===== src/twiddle_consts.svh =====
// Twiddle unit constants
// Word, bank and ISPR widths shared by packages and RTL

`ifndef TWIDDLE_CONSTS_SVH
`define TWIDDLE_CONSTS_SVH

// Residue word width
`define PQLEN 32

// Words per root bank
`define BANK_WORDS 8

// Bank index width, log2 of BANK_WORDS
`define BANK_IDX_W 3

// Montgomery radix R = 2^LOG_R
`define LOG_R 32

// Full ISPR data width
`define ISPR_W 256

`endif


===== src/ntt_data_pkg.sv =====
// NTT arithmetic data types
// Residue words, root banks, bank indices and word masks

`include "twiddle_consts.svh"

package ntt_data_pkg;

  // One residue modulo the prime
  typedef logic [`PQLEN-1:0] ntt_word_t;

  // Eight residues, word 0 in the low bits
  typedef ntt_word_t [`BANK_WORDS-1:0] bank_data_t;

  // Position within a bank
  typedef logic [`BANK_IDX_W-1:0] bank_idx_t;

  // One enable per 32-bit word
  typedef logic [`BANK_WORDS-1:0] word_mask_t;

endpackage


===== src/root_bank.sv =====
// Eight-word root bank
// Masked ISPR writes, indexed update and a wrapping word index

`timescale 1ns/10ps

`include "twiddle_consts.svh"

module root_bank
  import ntt_data_pkg::*;
(
  input  logic       clk_i,
  input  logic       rst_n_i,
  input  logic       init_i,
  input  logic       wr_en_i,
  input  word_mask_t word_en_i,
  input  bank_data_t wdata_i,
  input  logic       idx_wr_en_i,
  input  bank_idx_t  idx_wdata_i,
  input  logic       upd_en_i,
  input  ntt_word_t  upd_word_i,
  input  logic       idx_inc_i,
  output ntt_word_t  cur_o,
  output bank_data_t words_o,
  output bank_idx_t  idx_o
);

  bank_data_t words_q;
  bank_idx_t  idx_q;

  for (genvar i = 0; i < `BANK_WORDS; i++) begin : g_word
    always_ff @(posedge clk_i or negedge rst_n_i) begin
      if (!rst_n_i) begin
        words_q[i] <= '0;
      end else if (init_i) begin
        words_q[i] <= '0;
      end else if (wr_en_i && word_en_i[i]) begin
        words_q[i] <= wdata_i[i];
      end else if (upd_en_i && (idx_q == bank_idx_t'(i))) begin
        words_q[i] <= upd_word_i;
      end
    end
  end

  // Index wraps modulo 8 through its width
  always_ff @(posedge clk_i or negedge rst_n_i) begin
    if (!rst_n_i) begin
      idx_q <= '0;
    end else if (init_i) begin
      idx_q <= '0;
    end else if (idx_wr_en_i) begin
      idx_q <= idx_wdata_i;
    end else if (idx_inc_i) begin
      idx_q <= idx_q + 1'b1;
    end
  end

  assign cur_o   = words_q[idx_q];
  assign words_o = words_q;
  assign idx_o   = idx_q;

  // A masked ISPR write and an op update never land in the same cycle
  a_no_wr_upd_clash : assert property (
    @(posedge clk_i) disable iff (!rst_n_i) !(wr_en_i && upd_en_i)
  ) else $error("root_bank: ISPR write and update in the same cycle");

endmodule


===== config.mk =====
export PLATFORM = sky130hd
export DESIGN_NAME = root_bank
export DESIGN_NICKNAME = d
export VERILOG_FILES = /design/src/ntt_data_pkg.sv /design/src/root_bank.sv
export VERILOG_INCLUDE_DIRS = /design/src
export SDC_FILE = /design/constraint.sdc
export NUM_CORES = 1
export LEC_CHECK = 0
export ABC_AREA = 1
export BUFFER_PORTS_ARGS = -buffer_cell sky130_fd_sc_hd__buf_2
export CORE_AREA = 2 2 235 237
export CTS_CLUSTER_SIZE = 20
export DETAILED_ROUTE_END_ITERATION = 16
export DIE_AREA = 0 0 237 239
export SLEW_MARGIN = 20
export SYNTH_ARGS = -nofsm -noshare
export SYNTH_HDL_FRONTEND = slang
export SYNTH_SLANG_ARGS = --single-unit
export TNS_END_PERCENT = 1

===== constraint.sdc =====
create_clock -name clk_i -period 2.35 [get_ports clk_i]
set_input_delay 0.3525 -clock clk_i [delete_from_list [all_inputs] [get_ports clk_i]]
set_output_delay 0.3525 -clock clk_i [all_outputs]
set_load 0.01 [all_outputs]

**Yosys cells after proc, flatten, opt, wreduce, memory -nomap -nowiden**

Cells that the tools add are included.

- Reduce and logical (&&, ||, !) cells: 26
- Add/subtract/negate cells: 1
- $lt $le $gt $ge: 1
- Multiplexer cells: 29
- Eq/ne operators: 7

Operators by type and width:

| kind | number |
|---|---|
| $mux W32 | 25 |
| $bmux W32 S3 | 1 |
| $reduce_bool A3 Y1 | 9 |
| $logic_and A1 B1 Y1 | 16 |
| $eq A3 B3 Y1 const B | 4 |
| $mux W3 | 3 |
| $eq A3 B2 Y1 const B | 2 |
| $lt A3 B4 Y1 const B | 1 |
| $add A3 B1 Y3 const B | 1 |
| $eq A3 B1 Y1 const B | 1 |
| $logic_not A3 Y1 | 1 |

- Input port bits: 306
- Output and inout bits: 291
- Register bits after elaboration: 259

**Logic depth before layout (Yosys ltp)**

- Depth after elaboration: 5
- Mapped depth: 10
- Gate-level depth less buffers: 6

**Worst setup path before layout**

No wires, ideal clock.

- Path kind: reg2reg
- Start: register idx_q[0] (netlist: idx_o[0])
- End: register words_q (netlist bit words_o[129])
- Library setup time: 0.066 ns
- Data arrival time: 1.779 ns
- Period minus slack after synthesis: 1.845 ns
- Slack: 0.505 ns
- Cell stages (with the launch flop): 11
- Required time: 2.284 ns
- Cells stage by stage: dfrtp_1 -> buf_2 -> inv_1 -> buf_2 -> buf_2 -> ha_1 -> nand3_1 -> nand2_1 -> buf_2 -> nand3_1 -> nand2_1

- Word-level cells in the longest chain between the ends: 3

Ends and longest elaborated chain:

| element | line | source |
|---|---|---|
| start, declared | root_bank.sv:28 | `bank_idx_t idx_q;` |
| start signal, assigned | root_bank.sv:51 | `idx_q <= idx_wdata_i;` |
| start signal, assigned | root_bank.sv:53 | `idx_q <= idx_q + 1'b1;` |
| $eq A3 B3 Y1 | root_bank.sv:38 | `end else if (upd_en_i && (idx_q == bank_idx_t'(i))) begin` |
| $logic_and A1 B1 Y1 | root_bank.sv:38 |  |
| $reduce_bool A3 Y1 (no line) | - |  |
| end signal, assigned by index | root_bank.sv:37 | `words_q[i] <= wdata_i[i];` |
| end signal, assigned by index | root_bank.sv:39 | `words_q[i] <= upd_word_i;` |
| end, declared | root_bank.sv:27 | `bank_data_t words_q;` |

No other way between the ends.
A chain may end at the register's enable or synchronous reset.

**Final worst setup path**

- Start: register idx_q[0] (netlist: idx_o[0])
- End: output port cur_o[21]

- Word-level cells in the longest chain between the ends: 2

Ends and longest elaborated chain:

| element | line | source |
|---|---|---|
| $bmux W32 S3 | root_bank.sv:57 | `assign cur_o = words_q[idx_q];` |
| $mux W32 (not written as such) | root_bank.sv:57 |  |
| end, declared | root_bank.sv:22 | `output ntt_word_t cur_o,` |

No other way between the ends. The select of a mux whose other input is x is not followed.

==> flow_metrics.env <==
export IMPL_avgRoutedWirePerCell_um=24.2
export IMPL_die_h_um=239
export IMPL_dr_total_vias=22100
export IMPL_grt_pass1_wl_um=141000
export IMPL_place_hpwl_um=69200
export IMPL_leakagePower_nw=13.7
export IMPL_synth_nets=3157
export IMPL_final_area_um2=23400
export IMPL_fin_ws_ns=-0.151
export IMPL_tightest_slew_ns=0.667
export IMPL_seq_area_frac_synth=0.365
export IMPL_violations="setup timing"
export IMPL_required_ns=2.00
export IMPL_power_density_nw_per_um2=651
export IMPL_wl_um=98500
export IMPL_hp_class="in2reg"
export IMPL_finClkSkew_ns=0.0105
export IMPL_overflow=0
export IMPL_final_hold_violation_count=0
export IMPL_drtIter0Drc=2756
export IMPL_worst_setup_path_end_kind="output port"
export IMPL_cts_sinks=259
export IMPL_path_delay_family="buffers and inverters"
export IMPL_pwr_share_comb=0.307
export IMPL_synth_edf_count=0
export IMPL_cts_tree="yes"
export IMPL_max_stage_delay_ns=0.54
export IMPL_pwr_share_clk=0.349
export IMPL_syn_to_final_growth_pct=31.8
export IMPL_postSynthAreaPerCell_um2=6.24
export IMPL_viasPerCell=5.41
export IMPL_clock_path_buffers=3
export IMPL_switching_share=0.372
export IMPL_grt_util_all_layers=0.339
export IMPL_finalWeightedCongestion=0.911
export IMPL_min_period_ns=2.50
export IMPL_start_util=0.327
export IMPL_crit_fanout=7
export IMPL_cts_made_buffers=34
export IMPL_first_pass_iters=6
export IMPL_drc_errors=0
export IMPL_clock_root_buffer="clkbuf_16"
export IMPL_ir_drop_v=0.000388
export IMPL_p_sw_mw=5.66
export IMPL_htree_levels=2
export IMPL_row_count=86
export IMPL_rsz0062_at_grt="true"
export IMPL_async_flop_share=1.00
export IMPL_antenna_found_initial=17
export IMPL_slew_headroom=0.556
export IMPL_clkTransAtPathRegs_ns=0.06
export IMPL_outcome="finished with violations"
export IMPL_cp_num_buf_inv=5
export IMPL_crit_top_cell="nand2_2"
export IMPL_crit_chain="inv_12 -> buf_16 -> buf_8 -> buf_12 -> nand2_1 -> nand3_2 -> nand2_2 -> nand2_2 -> nand2_2 -> buf_6"
export IMPL_grt_max_degree=74
export IMPL_io_buffers=596
export IMPL_critical_path_slowest_cell="dfrtp_4"
export IMPL_cap_viol_max_count=0
export IMPL_ioPinCount=597
export IMPL_internal_power_mw=9.56
export IMPL_ant_nets=0
export IMPL_synth_distinct_cells=19
export IMPL_setup_viol=32
export IMPL_ys_ff_latch=259
export IMPL_dpl_cell_area_um2=21300
export IMPL_yosysWarnings=0
export IMPL_max_freq_ghz=0.400
export IMPL_ys_flop_type="dfrtp_1"
export IMPL_seqPwrFrac=0.344
export IMPL_slew_viol_final=0
export IMPL_clk_latency_ns=0.54
export IMPL_p_total_mw=15.2
export IMPL_critPathKind="reg2out"
export IMPL_first_global_vias=20300
export IMPL_core_area_um2=54300
export IMPL_cp_start_kind="flip-flop"
export IMPL_fin_crit_sh=1.06
export IMPL_die_w_um=237
export IMPL_post_route_cells_drive_above_1_share=0.263
export IMPL_nNetsFinal=3650
export IMPL_die_area_um2=56600
export IMPL_synth_cells=2845
export IMPL_worstPathArrival_ns=2.15
export IMPL_synth_area_um2=17700
synth_stat cells (6+ instances only):
cell type | instances | share of area
nand3_1 | 775 | 0.22
o21ai_1 | 12 | 0.0034
nand2_1 | 1203 | 0.25
buf_4 | 8 | 0.0034
inv_1 | 259 | 0.055
buf_1 | 13 | 0.0027
dfrtp_1 | 259 | 0.37
clkbuf_1 | 78 | 0.016
a21oi_2 | 8 | 0.0039
buf_2 | 132 | 0.037
ha_1 | 6 | 0.0042
o21ai_0 | 59 | 0.017
buf_6 | 26 | 0.016
stage by stage:
stage          TNS [ns]  utilization  setup slack [ns]  hold slack, ns  instances
2_1_floorplan         0            -             0.505          0.0569       2845
3_3_place_gp          0        0.392             0.220           0.388       3979
3_5_place_dp          0        0.392             0.215           0.381       3979
4_1_cts           -3.92        0.426            -0.146           0.110       4065
5_1_grt           -5.23        0.430            -0.200           0.162       4073
6_report          -2.92        0.430            -0.151           0.142       4079
cell usage in the layout (no fill, tap or decap), drive strengths merged:
cell,n
bufbuf,3
ha,6
or2,1
clkbuf,53
dlygate4sd3,1
nand3,776
nor3,1
nand2,1205
inv,262
o21ai,71
diode,12
bufinv,1
clkinv,6
clkinvlp,1
buf,709
dfrtp,259
a21oi,8
registers in the layout, summed over array words and instances (netlist names):
signal,cells
idx_o,3
words_o,256
worst min-delay path, stage by stage:
cell	delay, ns
buf_2	0.08
nand3_1	0.05
nand2_1	0.06
nand2_1	0.04
o21ai_0	0.06
power by group through the flow:
stage               Sequential, mW  Combinational [mW]  Clock (mW)
floorplan                     5.36                2.05           0
global placement              5.30                4.17           0
detailed placement            5.29                4.20           0
CTS                           5.22                4.56        5.37
global route                  5.27                5.04        5.53
finish                        5.24                4.68        5.31
logic make-up after synthesis:
logic type | after synthesis | synth area share
flip-flops | 259 | 0.365
buffers and inverters | 518 | 0.132
adder cells (fa/ha/maj) | 6 | 0.00423
AO/OA/AOI/OAI | 79 | 0.0240
AND/OR/NAND/NOR | 1983 | 0.475
routing by layer:
layer | global-route usage | part of all wire | vias to the layer above
met5 | 0 | 0.00070 | -
met2 | 0.544 | 0.46 | 1380
met4 | 0.140 | 0.045 | 10
li1 | - | - | 9971
met1 | 0.449 | 0.40 | 10400
met3 | 0.0611 | 0.097 | 256
path summary, 6_finish.rpt:
check                       startpoint      endpoint  slack (ns)  cells after the start
max                           idx_o[0]     cur_o[21]       -0.15                     10
min                        wdata_i[96]   words_o[96]        0.14                      5
max reg2reg                   idx_o[0]  words_o[242]        0.17                      8
min reg2reg                words_o[35]   words_o[35]        0.54                      2
max in group asynchronous      rst_n_i  words_o[153]        1.25                      3
min in group asynchronous      rst_n_i   words_o[61]        0.40                      2
cell type report:
type | instances | area, um2
inverters | 261 | 1010
fillers | 5917 | 31000
well taps | 704 | 881
flip-flops and latches | 259 | 6490
clock inverters | 9 | 76.3
diodes | 12 | 30.0
multi-input cells | 2068 | 9350
clock buffers | 52 | 1020
repair buffers | 714 | 4530
repair_timing:
action                     4_1_cts  5_1_grt
setup endpoints to repair       32       32
hold buffers                     1        0
hold endpoints to repair        54        0
buffers inserted                15        1
gates cloned                     9        1
pin swaps                       22       17
gates resized for setup        100       39
Power figures use the tool's default switching activity.
