==> config.mk <==
export PLATFORM = sky130hd
export DESIGN_NAME = ispr_decode
export DESIGN_NICKNAME = d
export VERILOG_FILES = /design/src/ntt_data_pkg.sv /design/src/ispr_pkg.sv /design/src/ispr_decode.sv
export VERILOG_INCLUDE_DIRS = /design/src
export SDC_FILE = /design/constraint.sdc
export NUM_CORES = 1
export LEC_CHECK = 0
export BUFFER_PORTS_ARGS = -buffer_cell sky130_fd_sc_hd__buf_2
export CAP_MARGIN = 20
export CORE_AREA = 2 2 450 452
export DETAILED_ROUTE_END_ITERATION = 8
export DIE_AREA = 0 0 452 454
export SLEW_MARGIN = 20
export SYNTH_ARGS = -nofsm -noshare
export SYNTH_HDL_FRONTEND = slang
export SYNTH_SLANG_ARGS = --single-unit
==> constraint.sdc <==
create_clock -name vclk -period 1.68
set_input_delay 0.336 -clock vclk [all_inputs]
set_output_delay 0.336 -clock vclk [all_outputs]
set_load 0.03 [all_outputs]
==> src/twiddle_consts.svh <==
// Twiddle unit constants
// Word, bank and ISPR widths shared by packages and RTL

`ifndef TWIDDLE_CONSTS_SVH
`define TWIDDLE_CONSTS_SVH

// Residue word width
`define PQLEN 32

// Words per root bank
`define BANK_WORDS 8

// Bank index width, log2 of BANK_WORDS
`define BANK_IDX_W 3

// Montgomery radix R = 2^LOG_R
`define LOG_R 32

// Full ISPR data width
`define ISPR_W 256

`endif

==> src/ntt_data_pkg.sv <==
// NTT arithmetic data types
// Residue words, root banks, bank indices and word masks

`include "twiddle_consts.svh"

package ntt_data_pkg;

  // One residue modulo the prime
  typedef logic [`PQLEN-1:0] ntt_word_t;

  // Eight residues, word 0 in the low bits
  typedef ntt_word_t [`BANK_WORDS-1:0] bank_data_t;

  // Position within a bank
  typedef logic [`BANK_IDX_W-1:0] bank_idx_t;

  // One enable per 32-bit word
  typedef logic [`BANK_WORDS-1:0] word_mask_t;

endpackage

==> src/ispr_pkg.sv <==
// ISPR register-access types
// Address map, write request and decoded write strobes

package ispr_pkg;

  import ntt_data_pkg::*;

  typedef enum logic [2:0] {
    IsprPrime     = 3'd0,
    IsprPrimeDash = 3'd1,
    IsprTwiddle   = 3'd2,
    IsprOmega     = 3'd3,
    IsprPsi       = 3'd4,
    IsprOmegaIdx  = 3'd5,
    IsprPsiIdx    = 3'd6
  } ispr_addr_e;

  // Single-cycle write, taken whenever valid is high
  typedef struct packed {
    logic       valid;
    word_mask_t word_en;
    bank_data_t wdata;
  } ispr_wr_t;

  typedef struct packed {
    logic prime;
    logic prime_dash;
    logic twiddle;
    logic omega;
    logic psi;
    logic omega_idx;
    logic psi_idx;
  } ispr_wen_t;

  // Operation pulses
  typedef struct packed {
    logic update_twiddle;
    logic update_omega;
    logic update_psi;
    logic set_twiddle_as_psi;
    logic invert_twiddle;
    logic omega_idx_inc;
    logic psi_idx_inc;
  } twiddle_op_t;

endpackage

==> src/ispr_decode.sv <==
// ISPR address decoder
// Write strobes per register and the zero-extending read-back mux

`timescale 1ns/10ps

module ispr_decode
  import ntt_data_pkg::*;
  import ispr_pkg::*;
(
  input  ispr_addr_e addr_i,
  input  ispr_wr_t   wr_i,
  input  ntt_word_t  prime_i,
  input  ntt_word_t  prime_dash_i,
  input  ntt_word_t  twiddle_i,
  input  bank_data_t omega_words_i,
  input  bank_data_t psi_words_i,
  input  bank_idx_t  omega_idx_i,
  input  bank_idx_t  psi_idx_i,
  output ispr_wen_t  wen_o,
  output bank_data_t rdata_o
);

  always_comb begin
    wen_o = '0;
    if (wr_i.valid) begin
      case (addr_i)
        IsprPrime:     wen_o.prime      = 1'b1;
        IsprPrimeDash: wen_o.prime_dash = 1'b1;
        IsprTwiddle:   wen_o.twiddle    = 1'b1;
        IsprOmega:     wen_o.omega      = 1'b1;
        IsprPsi:       wen_o.psi        = 1'b1;
        IsprOmegaIdx:  wen_o.omega_idx  = 1'b1;
        IsprPsiIdx:    wen_o.psi_idx    = 1'b1;
        default:       wen_o = '0;
      endcase
      // A valid write must hit exactly one register
      assert ($onehot(wen_o))
        else $error("ispr_decode: valid write to an unmapped address");
    end
  end

  // Narrow registers read back zero-extended in word 0
  always_comb begin
    rdata_o = '0;
    case (addr_i)
      IsprPrime:     rdata_o[0] = prime_i;
      IsprPrimeDash: rdata_o[0] = prime_dash_i;
      IsprTwiddle:   rdata_o[0] = twiddle_i;
      IsprOmega:     rdata_o    = omega_words_i;
      IsprPsi:       rdata_o    = psi_words_i;
      IsprOmegaIdx:  rdata_o[0] = ntt_word_t'(omega_idx_i);
      IsprPsiIdx:    rdata_o[0] = ntt_word_t'(psi_idx_i);
      default:       rdata_o    = '0;
    endcase
  end

endmodule

=== Yosys cells after proc, flatten, opt, wreduce, memory -nomap -nowiden ===
Index checks and enable logic that the tools add are counted.

* Mux-type cells: 10
* Reduce and logical (&&, ||, !) cells: 1
* Eq/ne operators: 6

{| class="wikitable"
|+ Operators with widths
! cell !! number
|-
| case mux 224 bit (2 select lines) || 1
|-
| case mux 32 bit (7 select lines) || 1
|-
| equality test 3 bit (second input constant) || 3
|-
| two-way mux 1 bit || 7
|-
| two-way mux 7 bit || 1
|-
| equality test 3 x 2 -> 1 bit (second input constant) || 2
|-
| equality test 3 x 1 -> 1 bit (second input constant) || 1
|-
| zero test 3 bit || 1
|}

* Input port bits: 882
* Output and inout bits: 263
* Word-level logic and storage cells: 17
* Register bits after elaboration: 0

=== Depth between registers and ports, before layout ===
Gate-level depths: netlist (run 1).

* Depth in word-level cells: 3
* Gate-level depth with buffers: 7
* Gate-level depth less buffers: 3

=== Worst setup path before layout (run 1) ===
Ideal clock, no wire load.

* Path type: input -> output
* Start: in addr_i[2]
* End: out rdata_o[1] in the netlist's numbering
* Data arrival time: 1719 ps
* Stages on the path: 5
* Data required time: 1344 ps
* Path slack: -375 ps
* Buffers on the path: 2
* Cell sequence: clkbuf_1 -> clkbuf_1 -> nand3_1 -> o21a_1 -> o21ai_0

{| class="wikitable"
|+ RTL lines
! what !! line !! text
|-
| from (decl) || ispr_decode.sv:10 || <nowiki>input ispr_addr_e addr_i,</nowiki>
|-
| to (decl) || ispr_decode.sv:20 || <nowiki>output bank_data_t rdata_o</nowiki>
|}

==> impl_metrics.env, run 1 <==
export IMPL_outcome="finished with violations"
export IMPL_violations="setup timing"
export IMPL_rows=165
export IMPL_clkbuf_count=0
export IMPL_grt_pass1_wl_um=162000
export IMPL_hp_class="primary input to output port"
export IMPL_first_iter_violations=600
export IMPL_p_per_area_nw_per_um2=280
export IMPL_rsz0062_at_grt="yes"
export IMPL_p_sw_frac=0.504
export IMPL_dp_hpwl_um=129000
export IMPL_synth_cell_types=27
export IMPL_cpPeakStageDelay_ns=0.26
export IMPL_routedWlPerCell_um=34.1
export IMPL_wl_um=143000
export IMPL_synth_net_count=1366
export IMPL_maxSlewViolCount=0
export IMPL_yosysWarnings=0
export IMPL_dpl_cell_area_um2=15300
export IMPL_syn_to_final_growth_pct=382
export IMPL_worst_pin_slew_ns=0.278
export IMPL_synthCells=484
export IMPL_post_route_min_period_ns=2.13
export IMPL_core_area_um2=201000
export IMPL_design_seq_count=0
export IMPL_report_final_hold_viol_count=0
export IMPL_setup_tns_ns=-86.85
export IMPL_fill_cells=23100
export IMPL_grt_pass1_vias=9595
export IMPL_ys_seq_area_frac=0
export IMPL_dieWidth_um=452
export IMPL_crit_type="primary input to output port"
export IMPL_slowest_stage="a22o_4"
export IMPL_finalCritPeriodShare=1.27
export IMPL_maxSlewHeadroom=0.810
export IMPL_dr_pass1_iters=5
export IMPL_power_internal_w=0.00268
export IMPL_ir_drop_uv=92.5
export IMPL_io_buffers=881
export IMPL_initial_utilization=0.0199
export IMPL_crit_arrival_ns=1.80
export IMPL_layoutNonFillerInstCount=4205
export IMPL_holdWs_ns=0.984
export IMPL_p_leak_nw=8.37
export IMPL_post_place_ws_ns=-0.558
export IMPL_combPwrFrac=1.000
export IMPL_path_common_cell="buf_12"
export IMPL_grt_max_degree=25
export IMPL_switching_power_w=0.00272
export IMPL_cap_viol_max_count=0
export IMPL_critical_path_startpoint_type="primary input"
export IMPL_drc_errors=0
export IMPL_die_area_um2=205000
export IMPL_path_cells="buf_12 -> buf_6 -> nor2b_4 -> buf_12 -> buf_16 -> buf_16 -> buf_12 -> a22o_4 -> buf_12"
export IMPL_place_gp_congestion=0.945
export IMPL_path_max_fanout=12
export IMPL_die_h_um=454
export IMPL_nets=2335
export IMPL_final_cell_area_um2=19300
export IMPL_dp_cells=4034
export IMPL_cp_required_ns=1.34
export IMPL_avgViaCountPerCell=2.49
export IMPL_grt_overflow_total=0
export IMPL_vias=10500
export IMPL_drive_above_1_share=0.901
export IMPL_timing_fmax_mhz=469
export IMPL_grt_antenna_before_repair=266
export IMPL_boundaryPins=1145
export IMPL_worstSetupEndpointType="output port"
export IMPL_ant_nets=0
export IMPL_netlist_area_um2=4010
export IMPL_setup_viol=263
export IMPL_syn_area_per_cell_um2=8.27
export IMPL_seqPwrFrac=0
export IMPL_grt_usage=0.131
export IMPL_p_clk_frac=0
export IMPL_seqCellArea_um2=0
export IMPL_setup_ws_ns=-0.452
final timing paths:
check	startpoint	end	slack, ns	cells past startpoint
max	addr_i[0]	rdata_o[114]	-0.45	9
min	omega_words_i[72]	rdata_o[72]	0.98	3
kinds of logic (layout without fill, tap and decap cells):
kind of cell           Yosys count  after routing  share of synthesized area
other                            0             82                          0
AND/OR/NAND/NOR                 21             21                     0.0316
multiplexers                    66             66                      0.166
AO/OA/AOI/OAI                  320            320                      0.659
buffers and inverters           77           1044                      0.143
layout make-up:
| type | instances | area, um^2 | share of cell area |
|---|---|---|---|
| timing repair buffer | 1044 | 10200 | 0.528 |
| multi-input combinational | 407 | 5560 | 0.288 |
| tap | 2672 | 3340 | 0.173 |
| antenna | 82 | 205 | 0.0106 |
worst max-delay path, delay by kind of cell:
family                 cells  cell delay, ns
buffers and inverters      7            1.06
AOI/OAI and AO/OA          1            0.26
and+or+nand+nor            1            0.08
per-stage QoR:
stage,power (W),utilization
after floorplan,0.00177,-
after global placement,0.00440,0.0763
after detailed placement,0.00444,0.0763
after CTS,0.00504,0.0864
after global routing,0.00569,0.0956
final,0.00540,0.0960
layout by cell type, fill, tap and decap left out, types with 2 or more instances in the layout:
cell type    n
buf_2      616
a22o_4     214
buf_12     164
buf_6      112
diode_2     82
buf_8       62
mux2i_1     53
buf_4       41
buf_16      36
o21a_1      31
o2bb2ai_1   25
o21ai_1     16
clkbuf_16   13
o21ai_2      9
mux2i_4      7
a22o_2       6
o21ai_0      5
nor2b_4      4
mux2_2       4
a22o_1       4
nand2_1      3
o2bb2ai_2    3
nand3_1      2
mux2i_2      2
and2_4       2
nor2_2       2
and3_4       2
routing by layer:
layer	track usage	vias to the layer above	part of all wire
met5	0	-	0.0048
met4	0.0187	108	0.037
met3	0.0954	449	0.16
met2	0.239	1030	0.49
met1	0.118	4775	0.30
li1	-	4108	-
cells in the mapped netlist:
cell       number  share of area
nor3b_1         1         0.0019
buf_6          31          0.087
a22oi_1         2         0.0037
nand3_1         2         0.0025
a22o_1        224           0.49
o221ai_1        1         0.0022
and2_1          2         0.0031
nand2_1         3         0.0028
o22ai_1         1         0.0016
clkbuf_1       16          0.015
and3_1          2         0.0031
mux2_2          4          0.011
a31oi_1         1         0.0016
buf_2          21          0.026
nand3b_1        1         0.0019
o21ai_0        31          0.039
nor2b_2         2         0.0044
nand2b_1        2         0.0031
o2bb2ai_1      28          0.061
nor2b_1         2         0.0031
nor2_1          2         0.0019
and4b_1         1         0.0025
mux2i_1        62           0.15
buf_4           7          0.013
buf_1           2         0.0019
nor3_1          1         0.0012
o21a_1         32          0.060
power groups by stage:
stage / Sequential, W / Combinational [W] / Clock (W)
after floorplan: 0 / 0.00177 / 0
after global placement: 0 / 0.00440 / 0
after detailed placement: 0 / 0.00444 / 0
after CTS: 0 / 0.00504 / 0
after global routing: 0 / 0.00569 / 0.00000000427
final: 0 / 0.00540 / 0.00000000696
timing repair:
action / 4_1_cts / 5_1_grt
cloned: 27 / 13
hold endpoints to repair: 0 / 0
hold buffers: 0 / 0
buffers inserted: 27 / 35
gates resized for setup: 265 / 395
pin swaps: 15 / 93
endpoints found under the setup margin: 263 / 262
(Power assumes the default switching activity.)
==> inputs of run 2 (changes only) <==
Settings changed: BUFFER_PORTS_ARGS -buffer_cell sky130_fd_sc_hd__buf_2 to default, CORE_AREA 2 2 450 452 to 2 2 445 447, DIE_AREA 0 0 452 454 to 0 0 447 449, DONT_BUFFER_PORTS from default to 1.
==> run 2 against run 1 <==
Compared with the run above: the run still ends with setup timing left; wire length is 10% lower; fmax is 6.8% higher; critical endpoint is now rdata_o[111]; hold slack worse by 0.16 ns; non-clock buffer count is 914 lower; worst setup slack better by 0.14 ns.
==> impl_metrics.env, run 2 (synthesis results as in run 1) <==
export IMPL_place_gp_congestion=0.922
export IMPL_p_per_area_nw_per_um2=287
export IMPL_timing_fmax_mhz=501
export IMPL_drc_errors=0
export IMPL_nets=1421
export IMPL_grt_pass1_vias=5678
export IMPL_crit_arrival_ns=1.66
export IMPL_grt_max_degree=76
export IMPL_first_iter_violations=335
export IMPL_wl_um=129000
export IMPL_rsz0062_at_grt="yes"
export IMPL_busiest_layer="met2"
export IMPL_ant_nets=0
export IMPL_initial_utilization=0.0204
export IMPL_setup_viol=254
export IMPL_cap_viol_max_count=0
export IMPL_clkbuf_count=0
export IMPL_utilization=0.0555
export IMPL_outcome="finished with violations"
export IMPL_holdPathEnd="rdata_o[156]"
export IMPL_hold_path_depth=1
export IMPL_drive_above_1_share=0.685
export IMPL_dr_pass1_iters=4
export IMPL_dp_hpwl_um=122000
export IMPL_setup_ws_ns=-0.317
export IMPL_p_leak_nw=3.55
export IMPL_grt_usage=0.122
export IMPL_report_final_hold_viol_count=0
export IMPL_die_h_um=449
export IMPL_crit_type="primary input to output port"
export IMPL_io_buffers=0
export IMPL_p_total_w=0.00313
export IMPL_boundaryPins=1145
export IMPL_met1_usage=0.112
export IMPL_final_cell_mix="189 x a22o_4, 92 x buf_12, 62 x mux2i_1"
export IMPL_seqCellArea_um2=0
export IMPL_worst_pin_slew_ns=0.397
export IMPL_grt_antenna_before_repair=129
export IMPL_cp_required_ns=1.34
export IMPL_design_seq_count=0
export IMPL_violations="setup timing"
export IMPL_rows=163
export IMPL_grt_pass1_wl_um=142000
export IMPL_hp_class="primary input to output port"
export IMPL_routedWlPerCell_um=40.2
export IMPL_post_route_min_period_ns=2.00
export IMPL_die_area_um2=201000
export IMPL_critical_path_startpoint_type="primary input"
export IMPL_maxSlewHeadroom=0.733
export IMPL_path_max_fanout=73
export IMPL_grt_met2_usage=0.220
export IMPL_fill_cells=23100
export IMPL_grt_overflow_total=0
export IMPL_finalCritPeriodShare=1.19
export IMPL_vias=5944
export IMPL_grtUsageMet3=0.0949
export IMPL_hp_start="omega_words_i[156]"
export IMPL_avgViaCountPerCell=1.85
export IMPL_core_area_um2=196000
export IMPL_final_common_cell="a22o_4"
export IMPL_ir_drop_uv=93.0
export IMPL_syn_to_final_growth_pct=172
export IMPL_maxSlewViolCount=0
export IMPL_worstSetupEndpointType="output port"
export IMPL_dieWidth_um=447
==> run 2: cell types whose count changed in the layout (fill, tap and decap cells not counted), sizes merged <==
cell and change:
buf -904, diode -52, clkbuf -10
==> run 2: worst max-delay path by stage <==
stage / startpoint / end / slack, ns
final: addr_i[1] / rdata_o[111] / -0.32
after CTS: addr_i[2] / rdata_o[176] / -0.28
after floorplan: addr_i[2] / rdata_o[1] / -0.15
after global routing: addr_i[2] / rdata_o[168] / -0.33
after detailed placement: addr_i[2] / rdata_o[22] / -0.43
after global placement: addr_i[2] / rdata_o[22] / -0.41
==> run 2: area by class of cell <==
cell class         count  area (um^2)  share of cell area
multi-input cells    407         5190               0.477
well taps           2640         3300               0.303
repair buffers       130         2320               0.213
diodes                30         75.1             0.00689
==> run 2: critical path, stage by stage <==
cell     delay (ns)
nor2b_4        0.17
nor2b_4        0.22
buf_12         0.20
buf_12         0.13
buf_16         0.17
a22o_4         0.28
==> run 2: what timing repair did <==
action	in CTS	in global routing
hold buffers	0	0
cloned	2	3
setup buffers	8	1
setup endpoints to repair	255	255
gates resized for setup	44	8
pin swaps	61	10
==> run 2: power by group <==
part | internal (W) | total [W] | switching (W) | leakage (nW)
sequential | 0 | 0 | 0 | 0
clock | 0.00000000250 | 0.00000000250 | 0 | 0.000190
combinational | 0.00125 | 0.00313 | 0.00188 | 3.55
total | 0.00125 | 0.00313 | 0.00188 | 3.55
==> run 2: stage by stage <==
stage                     cell area, um^2  hold slack, ns  TNS [ns]  cells  setup slack, ns
final                               10900           0.820    -49.24   3207           -0.317
after global placement              10200           0.821    -44.96   3163           -0.415
after CTS                           10700           0.821    -40.79   3173           -0.279
after floorplan                      5570           0.800     -1.04    484           -0.148
after detailed placement            10200           0.820    -48.41   3163           -0.434
after global routing                10900           0.822    -52.54   3200           -0.334
==> run 2: routing by layer <==
layer  wire length (um)  up-vias  part of all wire
li1                   -     2204                 -
met1              40000     2798              0.31
met2              64600      668              0.50
met3              22500      198              0.17
met4               1370       76             0.011
met5                497        -            0.0039
==> inputs of run 3 (changes only) <==
Settings changed: CELL_PAD_IN_SITES_DETAIL_PLACEMENT from default to 1, CELL_PAD_IN_SITES_GLOBAL_PLACEMENT from default to 1, CORE_AREA 2 2 445 447 to 2 2 446 448, DIE_AREA 0 0 447 449 to 0 0 448 450, PLACE_DENSITY_LB_ADDON from default to 0.1.
==> run 3 against run 2 <==
Compared with the run above: the run still ends with setup timing left; critical path depth unchanged; worst setup slack better by 0.084 ns; first-iteration DRC count down 27%; clock-buffer cell count unchanged; utilization down 0.096 points; via count down 15%; fmax up 4.4%; cell area down 1.5%; die area up 0.45%; final cell count down 1.0%; critical path type unchanged; largest power group unchanged; highest routed layer unchanged.
==> impl_metrics.env, run 3 (synthesis results as in run 1) <==
export IMPL_syn_to_final_growth_pct=168
export IMPL_grt_pass1_vias=5187
export IMPL_holdWs_ns=0.816
export IMPL_ir_drop_uv=72.2
export IMPL_power_internal_w=0.00118
export IMPL_cpPeakStageDelay_ns=0.22
export IMPL_hold_path_depth=1
export IMPL_drive_above_1_share=0.688
export IMPL_seqCellArea_um2=0
export IMPL_maxSlewHeadroom=0.742
export IMPL_drc_errors=0
export IMPL_hp_class="primary input to output port"
export IMPL_path_max_fanout=75
export IMPL_maxSlewViolCount=0
export IMPL_grt_pass1_wl_um=55900
export IMPL_report_final_hold_viol_count=0
export IMPL_p_clk_frac=0
export IMPL_switching_power_w=0.00142
export IMPL_avgViaCountPerCell=1.60
export IMPL_rows=163
export IMPL_cts_hold_fix_buffers=0
export IMPL_setup_ws_ns=-0.233
export IMPL_dieWidth_um=448
export IMPL_layoutNonFillerInstCount=3175
export IMPL_path_cells="nor2b_4 -> nor2b_4 -> buf_12 -> buf_8 -> buf_4 -> a22o_4"
export IMPL_cp_depth=6
export IMPL_first_iter_violations=243
export IMPL_p_leak_nw=3.55
export IMPL_post_route_min_period_ns=1.91
export IMPL_worstSetupEndpointType="output port"
export IMPL_path_common_cell="nor2b_4"
export IMPL_final_cell_mix="200 x a22o_4, 61 x mux2i_1, 56 x buf_12"
export IMPL_dp_cells=3128
export IMPL_timing_fmax_mhz=523
export IMPL_crit_family="buffers and inverters"
export IMPL_final_cell_area_um2=10700
export IMPL_finalCritPeriodShare=1.14
export IMPL_critical_path_startpoint_type="primary input"
export IMPL_initial_utilization=0.0204
export IMPL_violations="setup timing"
export IMPL_p_per_area_nw_per_um2=242
export IMPL_clkbuf_count=0
export IMPL_grt_usage=0.0407
export IMPL_grt_antenna_before_repair=13
export IMPL_dr_pass1_iters=4
export IMPL_die_area_um2=202000
export IMPL_ant_nets=0
export IMPL_combPwrFrac=1.000
export IMPL_wl_um=46800
export IMPL_post_place_ws_ns=-0.639
export IMPL_die_h_um=450
export IMPL_rsz0062_at_grt="yes"
export IMPL_cap_viol_max_count=0
export IMPL_setup_viol=248
export IMPL_worst_pin_slew_ns=0.387
export IMPL_io_buffers=0
export IMPL_p_sw_frac=0.545
export IMPL_cp_num_buf_inv=3
export IMPL_vias=5068
export IMPL_cp_required_ns=1.34
export IMPL_setup_tns_ns=-39.90
export IMPL_grt_max_degree=76
export IMPL_place_gp_congestion=0.923
export IMPL_boundaryPins=1145
export IMPL_seqPwrFrac=0
export IMPL_outcome="finished with violations"
export IMPL_grt_overflow_total=0
export IMPL_routedWlPerCell_um=14.8
export IMPL_core_area_um2=197000
export IMPL_final_common_cell="a22o_4"
export IMPL_crit_arrival_ns=1.58
export IMPL_crit_type="primary input to output port"
export IMPL_dpl_cell_area_um2=9500
export IMPL_nets=1416
export IMPL_dp_hpwl_um=38700
export IMPL_slowest_stage="nor2b_4"
export IMPL_design_seq_count=0
-- run 3: final cells by class --
class	instances	area, um^2
antenna	3	7.51
fill	23300	186000
multi-input combinational	407	5280
tap	2640	3300
timing repair buffer	125	2130
-- run 3: final timing paths --
| path | startpoint | end |
|---|---|---|
| worst max-delay path | addr_i[2] | rdata_o[198] |
| worst min-delay path | omega_words_i[146] | rdata_o[146] |
-- run 3: stage by stage --
step	power [W]	util
after global routing	0.00272	0.0545
final	0.00260	0.0546
after CTS	0.00260	0.0530
after global placement	0.00239	0.0483
after floorplan	0.00177	-
after detailed placement	0.00238	0.0483
-- run 3: layer usage --
metal | vias to the layer above | track usage | share of wire
met5 | - | 0 | 0.0013
met4 | 10 | 0.000473 | 0.0029
met1 | 2513 | 0.0495 | 0.40
met3 | 24 | 0.0104 | 0.074
met2 | 369 | 0.0751 | 0.52
li1 | 2152 | - | -
-- run 3: repair_timing --
| item | CTS | global route |
|---|---|---|
| gates cloned | 10 | 6 |
| buffers inserted | 17 | 15 |
| resized for setup | 82 | 13 |
| setup endpoints to repair | 255 | 249 |
| pin swaps | 52 | 32 |
-- run 3: power groups by stage --
stage	Clock, W	Combinational (W)	Sequential [W]
floorplan	0	0.00177	0
global placement	0	0.00239	0
detailed placement	0	0.00238	0
CTS	0	0.00260	0
global route	0.0000000000802	0.00272	0
finish	0.000000000248	0.00260	0
